File: src/pext_pkg.sv
// Shared widths, saturation limits, opcodes and bundles of the packed-SIMD ALU
// Elements are four bytes or two halfwords of a 32-bit word
// A request carries both operands in full, so it is wider than a data word

package pext_pkg;

  //////////////////////////////
  // Widths
  //////////////////////////////

  localparam int XLEN      = 32;
  localparam int LANE_W    = 8;
  localparam int NUM_LANES = XLEN / LANE_W;

  //////////////////////////////
  // Saturation limits
  //////////////////////////////

  // Unsigned byte ceiling, a halfword ceiling is two of these
  localparam logic [LANE_W-1:0] SAT_U_MAX = 8'hff;

  // Signed byte limits
  localparam logic [LANE_W-1:0] SAT_S8_MIN = 8'h80;
  localparam logic [LANE_W-1:0] SAT_S8_MAX = 8'h7f;

  // Signed halfword limits
  localparam logic [2*LANE_W-1:0] SAT_S16_MIN = 16'h8000;
  localparam logic [2*LANE_W-1:0] SAT_S16_MAX = 16'h7fff;

  //////////////////////////////
  // Encodings
  //////////////////////////////

  // Operation family, width and signedness come from pext_elem_e
  typedef enum logic [3:0] {
    OP_ADD   = 4'd0,
    OP_HADD  = 4'd1,
    OP_SADD  = 4'd2,
    OP_SUB   = 4'd3,
    OP_HSUB  = 4'd4,
    OP_SSUB  = 4'd5,
    OP_CMPEQ = 4'd6,
    OP_CMPLT = 4'd7,
    OP_CMPLE = 4'd8,
    OP_MIN   = 4'd9,
    OP_MAX   = 4'd10
  } pext_op_e;

  // Bit 1 selects halfwords, bit 0 selects signed
  typedef enum logic [1:0] {
    ELEM_U8  = 2'b00,
    ELEM_S8  = 2'b01,
    ELEM_U16 = 2'b10,
    ELEM_S16 = 2'b11
  } pext_elem_e;

  //////////////////////////////
  // Bundles
  //////////////////////////////

  typedef struct packed {
    pext_op_e          op;
    pext_elem_e        elem;
    logic [XLEN-1:0]   a;
    logic [XLEN-1:0]   b;
  } pext_req_t;

  // Common to every lane
  typedef struct packed {
    logic sub;        // Invert b and add one
    logic is_signed;  // Elements are two's complement
  } lane_ctrl_t;

  // What a lane hands to the result stage
  typedef struct packed {
    logic [LANE_W-1:0] sum;
    logic              ext_top;  // Bit above the sum in the exact result
    logic              zero;     // Sum is all zero
  } lane_res_t;

endpackage

File: src/pext_alu.sv
// Packed-SIMD ALU top, one cycle from request to result
// A new request may be issued every cycle, there is no back-pressure

`timescale 1ns/10ps

module pext_alu (
  input  logic                      clk_i,
  input  logic                      reset_i,
  input  logic                      enable_i,
  input  pext_pkg::pext_req_t       req_i,
  output logic [pext_pkg::XLEN-1:0] result_o,
  output logic                      valid_o
);
  import pext_pkg::*;

  lane_ctrl_t                       lane_ctrl;
  logic [NUM_LANES-1:0][LANE_W-1:0] a_lane;
  logic [NUM_LANES-1:0][LANE_W-1:0] b_lane;
  logic [NUM_LANES-1:0]             join_bits;
  logic [NUM_LANES-1:0]             carry_in;
  logic [NUM_LANES-1:0]             carry_out;
  lane_res_t [NUM_LANES-1:0]        lane_res;

  pext_decoder u_decoder (
    .req_i       (req_i),
    .lane_ctrl_o (lane_ctrl),
    .a_lane_o    (a_lane),
    .b_lane_o    (b_lane),
    .join_o      (join_bits)
  );

  // Lane 0 never joins, its chained carry is a dummy
  assign carry_in = {carry_out[NUM_LANES-2:0], 1'b0};

  for (genvar k = 0; k < NUM_LANES; k++) begin : gen_lane
    pext_byte_lane u_lane (
      .a_i     (a_lane[k]),
      .b_i     (b_lane[k]),
      .ctrl_i  (lane_ctrl),
      .join_i  (join_bits[k]),
      .carry_i (carry_in[k]),
      .carry_o (carry_out[k]),
      .res_o   (lane_res[k])
    );
  end

  pext_result_unit u_result (
    .clk_i    (clk_i),
    .reset_i  (reset_i),
    .enable_i (enable_i),
    .req_i    (req_i),
    .lanes_i  (lane_res),
    .result_o (result_o),
    .valid_o  (valid_o)
  );

endmodule

File: src/pext_byte_lane.sv
// One 8-bit slice of the packed adder, purely combinational
// ext_top extends the sum by one bit so that halving and saturation see the
// exact result; for a joined lane it covers the whole halfword

`timescale 1ns/10ps

module pext_byte_lane (
  input  logic [pext_pkg::LANE_W-1:0] a_i,
  input  logic [pext_pkg::LANE_W-1:0] b_i,
  input  pext_pkg::lane_ctrl_t        ctrl_i,
  input  logic                        join_i,
  input  logic                        carry_i,
  output logic                        carry_o,
  output pext_pkg::lane_res_t         res_o
);
  import pext_pkg::*;

  logic [LANE_W-1:0] b_eff;
  logic              cin;
  logic [LANE_W:0]   sum_full;
  logic              ext_top;

  // Two's complement subtract as a + ~b + 1
  assign b_eff = ctrl_i.sub ? ~b_i : b_i;

  // Joined lane continues the lower byte, otherwise start fresh
  assign cin = join_i ? carry_i : ctrl_i.sub;

  assign sum_full = {1'b0, a_i} + {1'b0, b_eff} + {{LANE_W{1'b0}}, cin};
  assign carry_o  = sum_full[LANE_W];

  //////////////////////////////
  // Extended top bit
  //////////////////////////////

  always_comb begin
    if (ctrl_i.is_signed) begin
      // Sign-extended operands, so bit 8 is a7 ^ b7 ^ carry
      ext_top = a_i[LANE_W-1] ^ b_eff[LANE_W-1] ^ sum_full[LANE_W];
    end else if (ctrl_i.sub) begin
      // No carry out means a < b, the difference is negative
      ext_top = ~sum_full[LANE_W];
    end else begin
      ext_top = sum_full[LANE_W];
    end
  end

  assign res_o.sum     = sum_full[LANE_W-1:0];
  assign res_o.ext_top = ext_top;
  assign res_o.zero    = (sum_full[LANE_W-1:0] == '0);

endmodule

File: src/pext_decoder.sv
// Combinational request decode for the byte lanes
// Lanes 1 and 3 take the chained carry only for halfword elements

`timescale 1ns/10ps

module pext_decoder (
  input  pext_pkg::pext_req_t                                  req_i,
  output pext_pkg::lane_ctrl_t                                 lane_ctrl_o,
  output logic [pext_pkg::NUM_LANES-1:0][pext_pkg::LANE_W-1:0] a_lane_o,
  output logic [pext_pkg::NUM_LANES-1:0][pext_pkg::LANE_W-1:0] b_lane_o,
  output logic [pext_pkg::NUM_LANES-1:0]                       join_o
);
  import pext_pkg::*;

  logic sub;
  logic is_signed;
  logic half;

  //////////////////////////////
  // Adder direction
  //////////////////////////////

  // Compares and min/max look at a - b
  always_comb begin
    unique case (req_i.op)
      OP_SUB, OP_HSUB, OP_SSUB,
      OP_CMPEQ, OP_CMPLT, OP_CMPLE,
      OP_MIN, OP_MAX: sub = 1'b1;
      default:        sub = 1'b0;
    endcase
  end

  //////////////////////////////
  // Element type
  //////////////////////////////

  always_comb begin
    unique case (req_i.elem)
      ELEM_S8: begin
        is_signed = 1'b1;
        half      = 1'b0;
      end
      ELEM_U16: begin
        is_signed = 1'b0;
        half      = 1'b1;
      end
      ELEM_S16: begin
        is_signed = 1'b1;
        half      = 1'b1;
      end
      default: begin
        is_signed = 1'b0;
        half      = 1'b0;
      end
    endcase
  end

  assign lane_ctrl_o.sub       = sub;
  assign lane_ctrl_o.is_signed = is_signed;

  //////////////////////////////
  // Operand split
  //////////////////////////////

  for (genvar k = 0; k < NUM_LANES; k++) begin : gen_split
    assign a_lane_o[k] = req_i.a[k*LANE_W +: LANE_W];
    assign b_lane_o[k] = req_i.b[k*LANE_W +: LANE_W];

    // Odd lanes are the upper byte of a halfword
    assign join_o[k] = half && (k % 2 == 1);
  end

endmodule

File: src/pext_result_unit.sv
// Result formation and the single output register
// For halfwords the upper lane's flags describe the element
// enable_i low clears the registered word on the next edge

`timescale 1ns/10ps

module pext_result_unit (
  input  logic                                       clk_i,
  input  logic                                       reset_i,
  input  logic                                       enable_i,
  input  pext_pkg::pext_req_t                        req_i,
  input  pext_pkg::lane_res_t [pext_pkg::NUM_LANES-1:0] lanes_i,
  output logic [pext_pkg::XLEN-1:0]                  result_o,
  output logic                                       valid_o
);
  import pext_pkg::*;

  localparam int NUM_HALVES = NUM_LANES / 2;
  localparam int HALF_W     = 2 * LANE_W;

  logic                 half_sel;
  logic                 is_signed;
  logic                 sat_sub;

  logic [XLEN-1:0]      normal_res;
  logic [XLEN-1:0]      hadd8_res, hadd16_res;
  logic [XLEN-1:0]      sat8_res, sat16_res;
  logic [XLEN-1:0]      cmp_res;
  logic [XLEN-1:0]      minmax_res;
  logic [XLEN-1:0]      result_d;

  logic [NUM_LANES-1:0] eq_w;
  logic [NUM_LANES-1:0] lt_w;
  logic [NUM_LANES-1:0] cmp_flag;

  assign half_sel  = (req_i.elem == ELEM_U16) || (req_i.elem == ELEM_S16);
  assign is_signed = (req_i.elem == ELEM_S8) || (req_i.elem == ELEM_S16);
  assign sat_sub   = (req_i.op == OP_SSUB);

  //////////////////////////////
  // Byte elements
  //////////////////////////////

  for (genvar k = 0; k < NUM_LANES; k++) begin : gen_byte_elem
    logic              ext;
    logic              ovf;
    logic [LANE_W-1:0] sat_val;

    assign ext = lanes_i[k].ext_top;
    assign ovf = is_signed ? (ext ^ lanes_i[k].sum[LANE_W-1]) : ext;

    // Unsigned subtract can only fall below zero
    assign sat_val = is_signed ? (ext ? SAT_S8_MIN : SAT_S8_MAX) :
                                 (sat_sub ? '0 : SAT_U_MAX);

    assign normal_res[k*LANE_W +: LANE_W] = lanes_i[k].sum;
    assign hadd8_res[k*LANE_W +: LANE_W]  = {ext, lanes_i[k].sum[LANE_W-1:1]};
    assign sat8_res[k*LANE_W +: LANE_W]   = ovf ? sat_val : lanes_i[k].sum;
  end

  //////////////////////////////
  // Halfword elements
  //////////////////////////////

  for (genvar h = 0; h < NUM_HALVES; h++) begin : gen_half_elem
    lane_res_t         lo;
    lane_res_t         hi;
    logic              ovf;
    logic [HALF_W-1:0] sat_val;

    assign lo = lanes_i[2*h];
    assign hi = lanes_i[2*h+1];

    assign ovf = is_signed ? (hi.ext_top ^ hi.sum[LANE_W-1]) : hi.ext_top;
    assign sat_val = is_signed ? (hi.ext_top ? SAT_S16_MIN : SAT_S16_MAX) :
                                 (sat_sub ? '0 : {SAT_U_MAX, SAT_U_MAX});

    // 17-bit exact result shifted right by one
    assign hadd16_res[h*HALF_W +: HALF_W] = {hi.ext_top, hi.sum, lo.sum[LANE_W-1:1]};
    assign sat16_res[h*HALF_W +: HALF_W]  = ovf ? sat_val : {hi.sum, lo.sum};
  end

  //////////////////////////////
  // Compare and min/max
  //////////////////////////////

  for (genvar k = 0; k < NUM_LANES; k++) begin : gen_flags
    // Both bytes of a halfword share the flags of its element
    assign eq_w[k] = half_sel ? (lanes_i[k & ~1].zero & lanes_i[k | 1].zero) :
                                lanes_i[k].zero;
    assign lt_w[k] = half_sel ? lanes_i[k | 1].ext_top : lanes_i[k].ext_top;

    assign cmp_res[k*LANE_W +: LANE_W] = {LANE_W{cmp_flag[k]}};

    // Equal operands give the same value either way
    assign minmax_res[k*LANE_W +: LANE_W] =
      ((req_i.op == OP_MIN) ? lt_w[k] : ~lt_w[k]) ? req_i.a[k*LANE_W +: LANE_W] :
                                                     req_i.b[k*LANE_W +: LANE_W];
  end

  always_comb begin
    unique case (req_i.op)
      OP_CMPLT: cmp_flag = lt_w;
      OP_CMPLE: cmp_flag = lt_w | eq_w;
      default:  cmp_flag = eq_w;
    endcase
  end

  //////////////////////////////
  // Family select and register
  //////////////////////////////

  always_comb begin
    unique case (req_i.op)
      OP_HADD, OP_HSUB:             result_d = half_sel ? hadd16_res : hadd8_res;
      OP_SADD, OP_SSUB:             result_d = half_sel ? sat16_res : sat8_res;
      OP_CMPEQ, OP_CMPLT, OP_CMPLE: result_d = cmp_res;
      OP_MIN, OP_MAX:               result_d = minmax_res;
      default:                      result_d = normal_res;
    endcase
  end

  always_ff @(posedge clk_i) begin
    if (reset_i) begin
      result_o <= '0;
      valid_o  <= 1'b0;
    end else begin
      result_o <= enable_i ? result_d : '0;
      valid_o  <= enable_i;
    end
  end

endmodule

File: config.mk
export PLATFORM = sky130hd
export DESIGN_NAME = pext_alu
export DESIGN_NICKNAME = d
export VERILOG_FILES = /design/src/pext_pkg.sv /design/src/pext_alu.sv /design/src/pext_byte_lane.sv /design/src/pext_decoder.sv /design/src/pext_result_unit.sv
export SDC_FILE = /design/constraint.sdc
export NUM_CORES = 1
export LEC_CHECK = 0
export BUFFER_PORTS_ARGS = -buffer_cell sky130_fd_sc_hd__buf_4
export CAP_MARGIN = 20
export CORE_MARGIN = 10
export CORE_UTILIZATION = 35
export CTS_CLUSTER_SIZE = 10
export DETAILED_ROUTE_END_ITERATION = 10
export GPL_TIMING_DRIVEN = 0
export PLACE_DENSITY = 0.57
export SYNTH_ARGS = -nofsm -noshare
export SYNTH_HDL_FRONTEND = slang
export SYNTH_SLANG_ARGS = --single-unit
File: constraint.sdc
create_clock -name clk_i -period 10.2 [get_ports clk_i]
set_input_delay 1.02 -clock clk_i [delete_from_list [all_inputs] [get_ports clk_i]]
set_output_delay 1.02 -clock clk_i [all_outputs]
set_load 0.05 [all_outputs]
# Word-level counts from Yosys, hierarchy flattened
# Memories as Yosys holds them, arrays and structs flattened.
# Index checks and enable logic that the tools add are counted.
word_totals:
  romBits: 16
  mem_count: 1
  word_cells: 122
  regBits: 33
  output_inout_bits: 33
  input_bits: 73
op_classes:
  n_reduce_logical: 13
  bitwise_logic: 28
  n_eq_ne: 12
  muxes: 58
  addsub: 8
memory_table:
  columns: ["memory", "depth", "word_bits", "read_ports", "rd_ports_with_merged_regs", "write_ports", "line", "text"]
  rows:
  - ["(name not given)", 16, 1, 1, 0, 0, "pext_decoder.sv:25", "unique case (req_i.op)"]
op_table:
  columns: ["op", "n"]
  rows:
  - ["$mux 8", 21]
  - ["$pmux 32 s4", 1]
  - ["$mux 16", 7]
  - ["$add 8x8->9", 4]
  - ["$add 9x1->9", 4]
  - ["$logic_not 8->1", 4]
  - ["$mux 32", 1]
  - ["$not 8->8", 4]
  - ["$mux 1", 26]
  - ["$mux 24", 1]
  - ["$eq 4x3->1 const B", 4]
  - ["$eq 4x4->1 const B", 3]
  - ["$reduce_or 2->1", 6]
  - ["$xor 1x1->1", 12]
  - ["$not 1->1", 9]
  - ["$pmux 4 s2", 1]
  - ["$eq 2x2->1 const B", 2]
  - ["$eq 4x1->1 const B", 1]
  - ["$eq 4x2->1 const B", 1]
  - ["$or 4x4->4", 1]
  - ["$reduce_or 3->1", 1]
  - ["$and 1x1->1", 2]
  - ["$eq 2x1->1 const B", 1]
  - ["$logic_or 1x1->1", 2]

# Depth between registers and ports, before layout
logic_depth:
  depth_word: 14
  mapped_depth: 23
  ltp_nobuf: 20

# Modules after synthesis
# A second synthesis with hierarchy kept.
hier_totals:
  hier_cells: 714
  area_unflattened_um2: 5836.8
by_module_without_submodules:
  columns: ["module", "cells_each", "n_inst", "area_each_um2", "seq_area_each_um2"]
  rows:
  - ["pext_result_unit", 366, 1, 3056.7, 660.6]
  - ["pext_byte_lane", 68, 4, 555.5, 0.0]
  - ["pext_decoder", 75, 1, 554.3, 0.0]
  - ["pext_alu", 1, 1, 3.8, 0.0]

# Least setup slack after synthesis
# No wires, ideal clock.
synth_path:
  kind: "input -> register"
  start: "input port req_i[67] (netlist name)"
  end: "register u_result.result_o[2] (netlist name)"
  t_required_ns: 10.066
  setup_slack_ns: 3.976
  setup_ns: 0.134
  arrival_time_ns: 6.089
  path_stages: 22
  n_path_buf: 2
  path_cell_list: "a21oi_4 xor2_1 buf_2 buf_1 xnor2_1 fa_1 a21o_1 a311o_1 o21ai_0 o21ai_0 fa_1 inv_1 fa_1 nor2b_1 o31ai_2 a2bb2oi_1 xnor2_1 mux2i_2 xnor2_2 mux2_2 a22oi_1 a31oi_1"
synth_via:
  elab_chain_len: 14
  elab_cells_between_ends: 56
  cone_classes: "add/sub (4); eq/ne (9); mux (25); bitwise (11); reduce/logical (6); memory (1)"
synth_rtl:
  columns: ["element", "line", "text"]
  rows:
  - ["start, declared", "pext_alu.sv:10", "input pext_pkg::pext_req_t req_i,"]
  - ["$mem_v2 16x1", null, null]
  - ["$mux 8", "pext_byte_lane.sv:24", "assign b_eff = ctrl_i.sub ? ~b_i : b_i;"]
  - ["$add 8x8->9", "pext_byte_lane.sv:29", "assign sum_full = {1'b0, a_i} + {1'b0, b_eff} + {{LANE_W{1'b0}}, cin};"]
  - ["$add 9x1->9", "pext_byte_lane.sv:29", null]
  - ["$mux 1", "pext_byte_lane.sv:27", "assign cin = join_i ? carry_i : ctrl_i.sub;"]
  - ["$add 9x1->9", "pext_byte_lane.sv:29", null]
  - ["$not 1->1", "pext_byte_lane.sv:42", "ext_top = ~sum_full[LANE_W];"]
  - ["$mux 1", "pext_byte_lane.sv:40", "end else if (ctrl_i.sub) begin"]
  - ["$mux 1", "pext_byte_lane.sv:37", "if (ctrl_i.is_signed) begin"]
  - ["$mux 16, or another cell as far along (2 in series)", "pext_result_unit.sv:75", "assign sat_val = is_signed ? (hi.ext_top ? SAT_S16_MIN : SAT_S16_MAX) :"]
  - ["$mux 16 / $mux 1 (equally long branches)", "pext_result_unit.sv:80, pext_result_unit.sv:97", null]
  - ["$mux 32 / $mux 8 (equally long branches)", "pext_result_unit.sv:116, pext_result_unit.sv:97", null]
  - ["$pmux 32 s4 *", "pext_result_unit.sv:114", "unique case (req_i.op)"]
  - ["end signal, assigned", "pext_result_unit.sv:128", "result_o <= enable_i ? result_d : '0;"]
  - ["end, declared", "pext_result_unit.sv:13", "output logic [pext_pkg::XLEN-1:0] result_o,"]
# Every way passes the cells marked *; elsewhere a longest branch is shown, timed or not.
# A chain may end at the register's enable or synchronous reset.

# Worst setup path in the final report
layout_path:
  start: "input port req_i[67] (netlist name)"
  end: "register u_result.result_o[7] (netlist name)"
# Same word-level chain as after synthesis.

==> results.yml <==
clock_tree:
  clockRootBuffer: "clkbuf_16"
  htreeDepth: 2
  clkTransAtPathRegs_ps: 60
  cts_made_buffers: 5
  cts.sinks: 33
  cts_buffer_depth: 2
  cts_tree: "done"
  cts_setup_buffers: 0
  hold_buffers: 0
  ctsResizeCount: 0
route:
  vias_per_cell: 6.034
  first_iter_violations: 543
  drc: 0
  num_vias: 5479
  wl_per_cell_um: 21.33
  wl_mm: 19.37
  first_pass_iters: 6
  detail-route-antenna-nets: 0
run:
  cap_violations: 0
synth:
  ys.warnings.count: 0
  synthTopCellsByCount: "60 x o21ai_0, 48 x xnor2_1, 42 x nand2_1"
  synth_ff_type: "dfxtp_1"
  synthArstFlopShare: 0
  synth_cell_types: 88
  syn_area_um2: 4905
  synth-seq-cells: 33
  syn_area_per_cell_um2: 7.962
  ys_seq_area_frac: 0.1347
  synth_area_leaders: "dfxtp_1 13%, xnor2_1 8.6%, ha_1 7.1%"
  syn_nets: 723
  syn_inst: 616
  yosysMostFrequentCell: "o21ai_0"
  synth_top_area_frac: 0.1347
  synth-edff-count: 0
  yosysTopAreaCell: "dfxtp_1"
cells_and_area:
  n_antenna_cell: 0
  regArea_um2: 660.6
  stdcell_count: 908
  synthToLayoutAreaGrowth_pct: 24.11
  multi_input_comb_area_um2: 4030
  fin_nets: 834
  final_layout_size_suffix_gt1_frac: 0.2198
  num-fill-cells: 1405
  utilization: 0.4402
worst_setup_path:
  path_class: "in2reg"
  critical_path.max_fanout: 10
  start_kind: "input pin"
  endpoint: "u_result.result_o[7]$_SDFF_PP0_"
  crit_path_end_kind: "flop"
  crit_arrival_ps: 8100
  worstPathRequired_ps: 10380
  crit_start: "req_i[67]"
floorplan:
  start_util: 0.3547
  die_height_um: 138.4
  core-area_um2: 13830
  rows: 43
  ioPinCount: 106
  die_x_um: 138.4
  die_area_um2: 19150
pwr:
  vdd_drop_max_uv: 74.66
  p_per_area_nw_per_um2: 168.9
  leakagePower_nw: 2.448
placed_design:
  numPortBuffers: 104
  gp_congestion: 0.9815
  post-place-ws_ps: 1930
  dp.cells: 900
  hpwl_mm: 15.32
timing:
  timing.final.crit_share: 0.7763
  max_slew_margin: 0.3322
  tightest_slew_ps: 1002
  hold_viol: 0
  rsz0062_at_grt: "false"
  min_period_ps: 7918
  setup_ws_ps: 2282
  slew_viol_final: 0
  finalSetupViolCount: 0
  fmax_ghz: 0.1263
  finalSetupTns_ps: 0
global_route:
  gr-total-overflow: 0
  track_usage: 0.1914
  grt_max_degree: 12
  grt_pass1_vias: 5505
  antenna_found_initial: 0
  grt_pass1_wl_mm: 30.05
hold_path:
  hold_path_class: "in2reg"
outcome:
  status: "finished clean"
-- power by group --
group / internal, mW / switching (mW)
registers: 0.142 / 0.00342
logic: 0.259 / 0.434
clock network: 0.122 / 0.0670
-- worst max-delay path, stage by stage --
cell	delay, ps
buf_4	130
a21oi_4	190
xor2_1	340
buf_2	380
buf_1	780
xnor2_1	230
fa_1	460
a21o_1	210
a311o_1	380
o21ai_0	130
o21ai_0	280
fa_1	550
inv_1	100
fa_1	220
nor2b_1	80
o31ai_2	340
a2bb2oi_1	250
xnor2_1	490
mux2i_2	190
xnor2_2	570
mux2i_1	310
o221ai_1	150
o221a_1	280
-- placed cells by master (no fill, tap or decap), types with 8 or more instances in the layout --
master    synthesis  routed
a21o_1            8       8
xor2_1           11      11
buf_4             0     104
nor2_1           33      33
mux2i_1          21      21
a31oi_1          16      16
a21oi_1          37      37
xnor2_1          48      48
o211ai_1          8       8
clkbuf_1         23      23
o21ai_0          60      60
nor3_1           14      14
a22oi_1          11      11
mux2_2            8       8
ha_1             28      28
inv_1            22      22
o221a_1           8       8
dfxtp_1          33      33
a221oi_1          9       9
nand2_1          42      42
nor4_1            8       8
-- sequential cells by signal, summed over array words and instances (netlist names) --
register / count
u_result.result_o: 32
u_result.valid_o: 1
-- cell type report --
class                      instances  area share
multi-input combinational        528      0.6621
timing repair buffer             104      0.1283
sequential                        33      0.1085
tap                              180     0.03700
clock buffer                       6     0.02282
buffer                            33     0.02158
inverter                          22     0.01357
clock inverter                     2    0.006166
-- how the worst min path moves through the flow --
stage,start,end,cells after the start
6_report,req_i[43],u_result.result_o[11]$_SDFF_PP0_,3
5_1_grt,req_i[43],u_result.result_o[11]$_SDFF_PP0_,3
2_1_floorplan,req_i[43],u_result.result_o[11]$_SDFF_PP0_,2
3_5_place_dp,req_i[44],u_result.result_o[12]$_SDFF_PP0_,3
4_1_cts,req_i[44],u_result.result_o[12]$_SDFF_PP0_,3
3_3_place_gp,req_i[44],u_result.result_o[12]$_SDFF_PP0_,3
-- cell families after synthesis --
logic type | after synthesis | share of synthesized area
compound gates | 244 | 0.3671
simple gates | 154 | 0.1645
buf+inv | 55 | 0.04362
xor+xnor | 63 | 0.1232
flops | 33 | 0.1347
mux | 33 | 0.07092
fa+ha+maj | 34 | 0.09592
-- metrics by stage --
stage	cell area, um^2	total power [mW]	hold slack, ps
5_1_grt	6087	1.096	1189
3_3_place_gp	5911	0.8266	1455
6_report	6087	1.028	1152
2_1_floorplan	4905	0.6447	1242
4_1_cts	6087	1.025	1154
3_5_place_dp	5911	0.8306	1463
-- metal layers --
| layer | wire (um) | up-vias | part of all wire | track usage |
|---|---|---|---|---|
| met2 | 9044 | 223 | 0.47 | 0.3210 |
| met1 | 8638 | 2619 | 0.45 | 0.2428 |
| li1 | - | 2619 | - | - |
| met4 | 311 | 0 | 0.016 | 0.04828 |
| met5 | 0 | - | 0 | 0 |
| met3 | 1371 | 18 | 0.071 | 0.04041 |
Note: power is estimated with default switching activity, not from simulation.
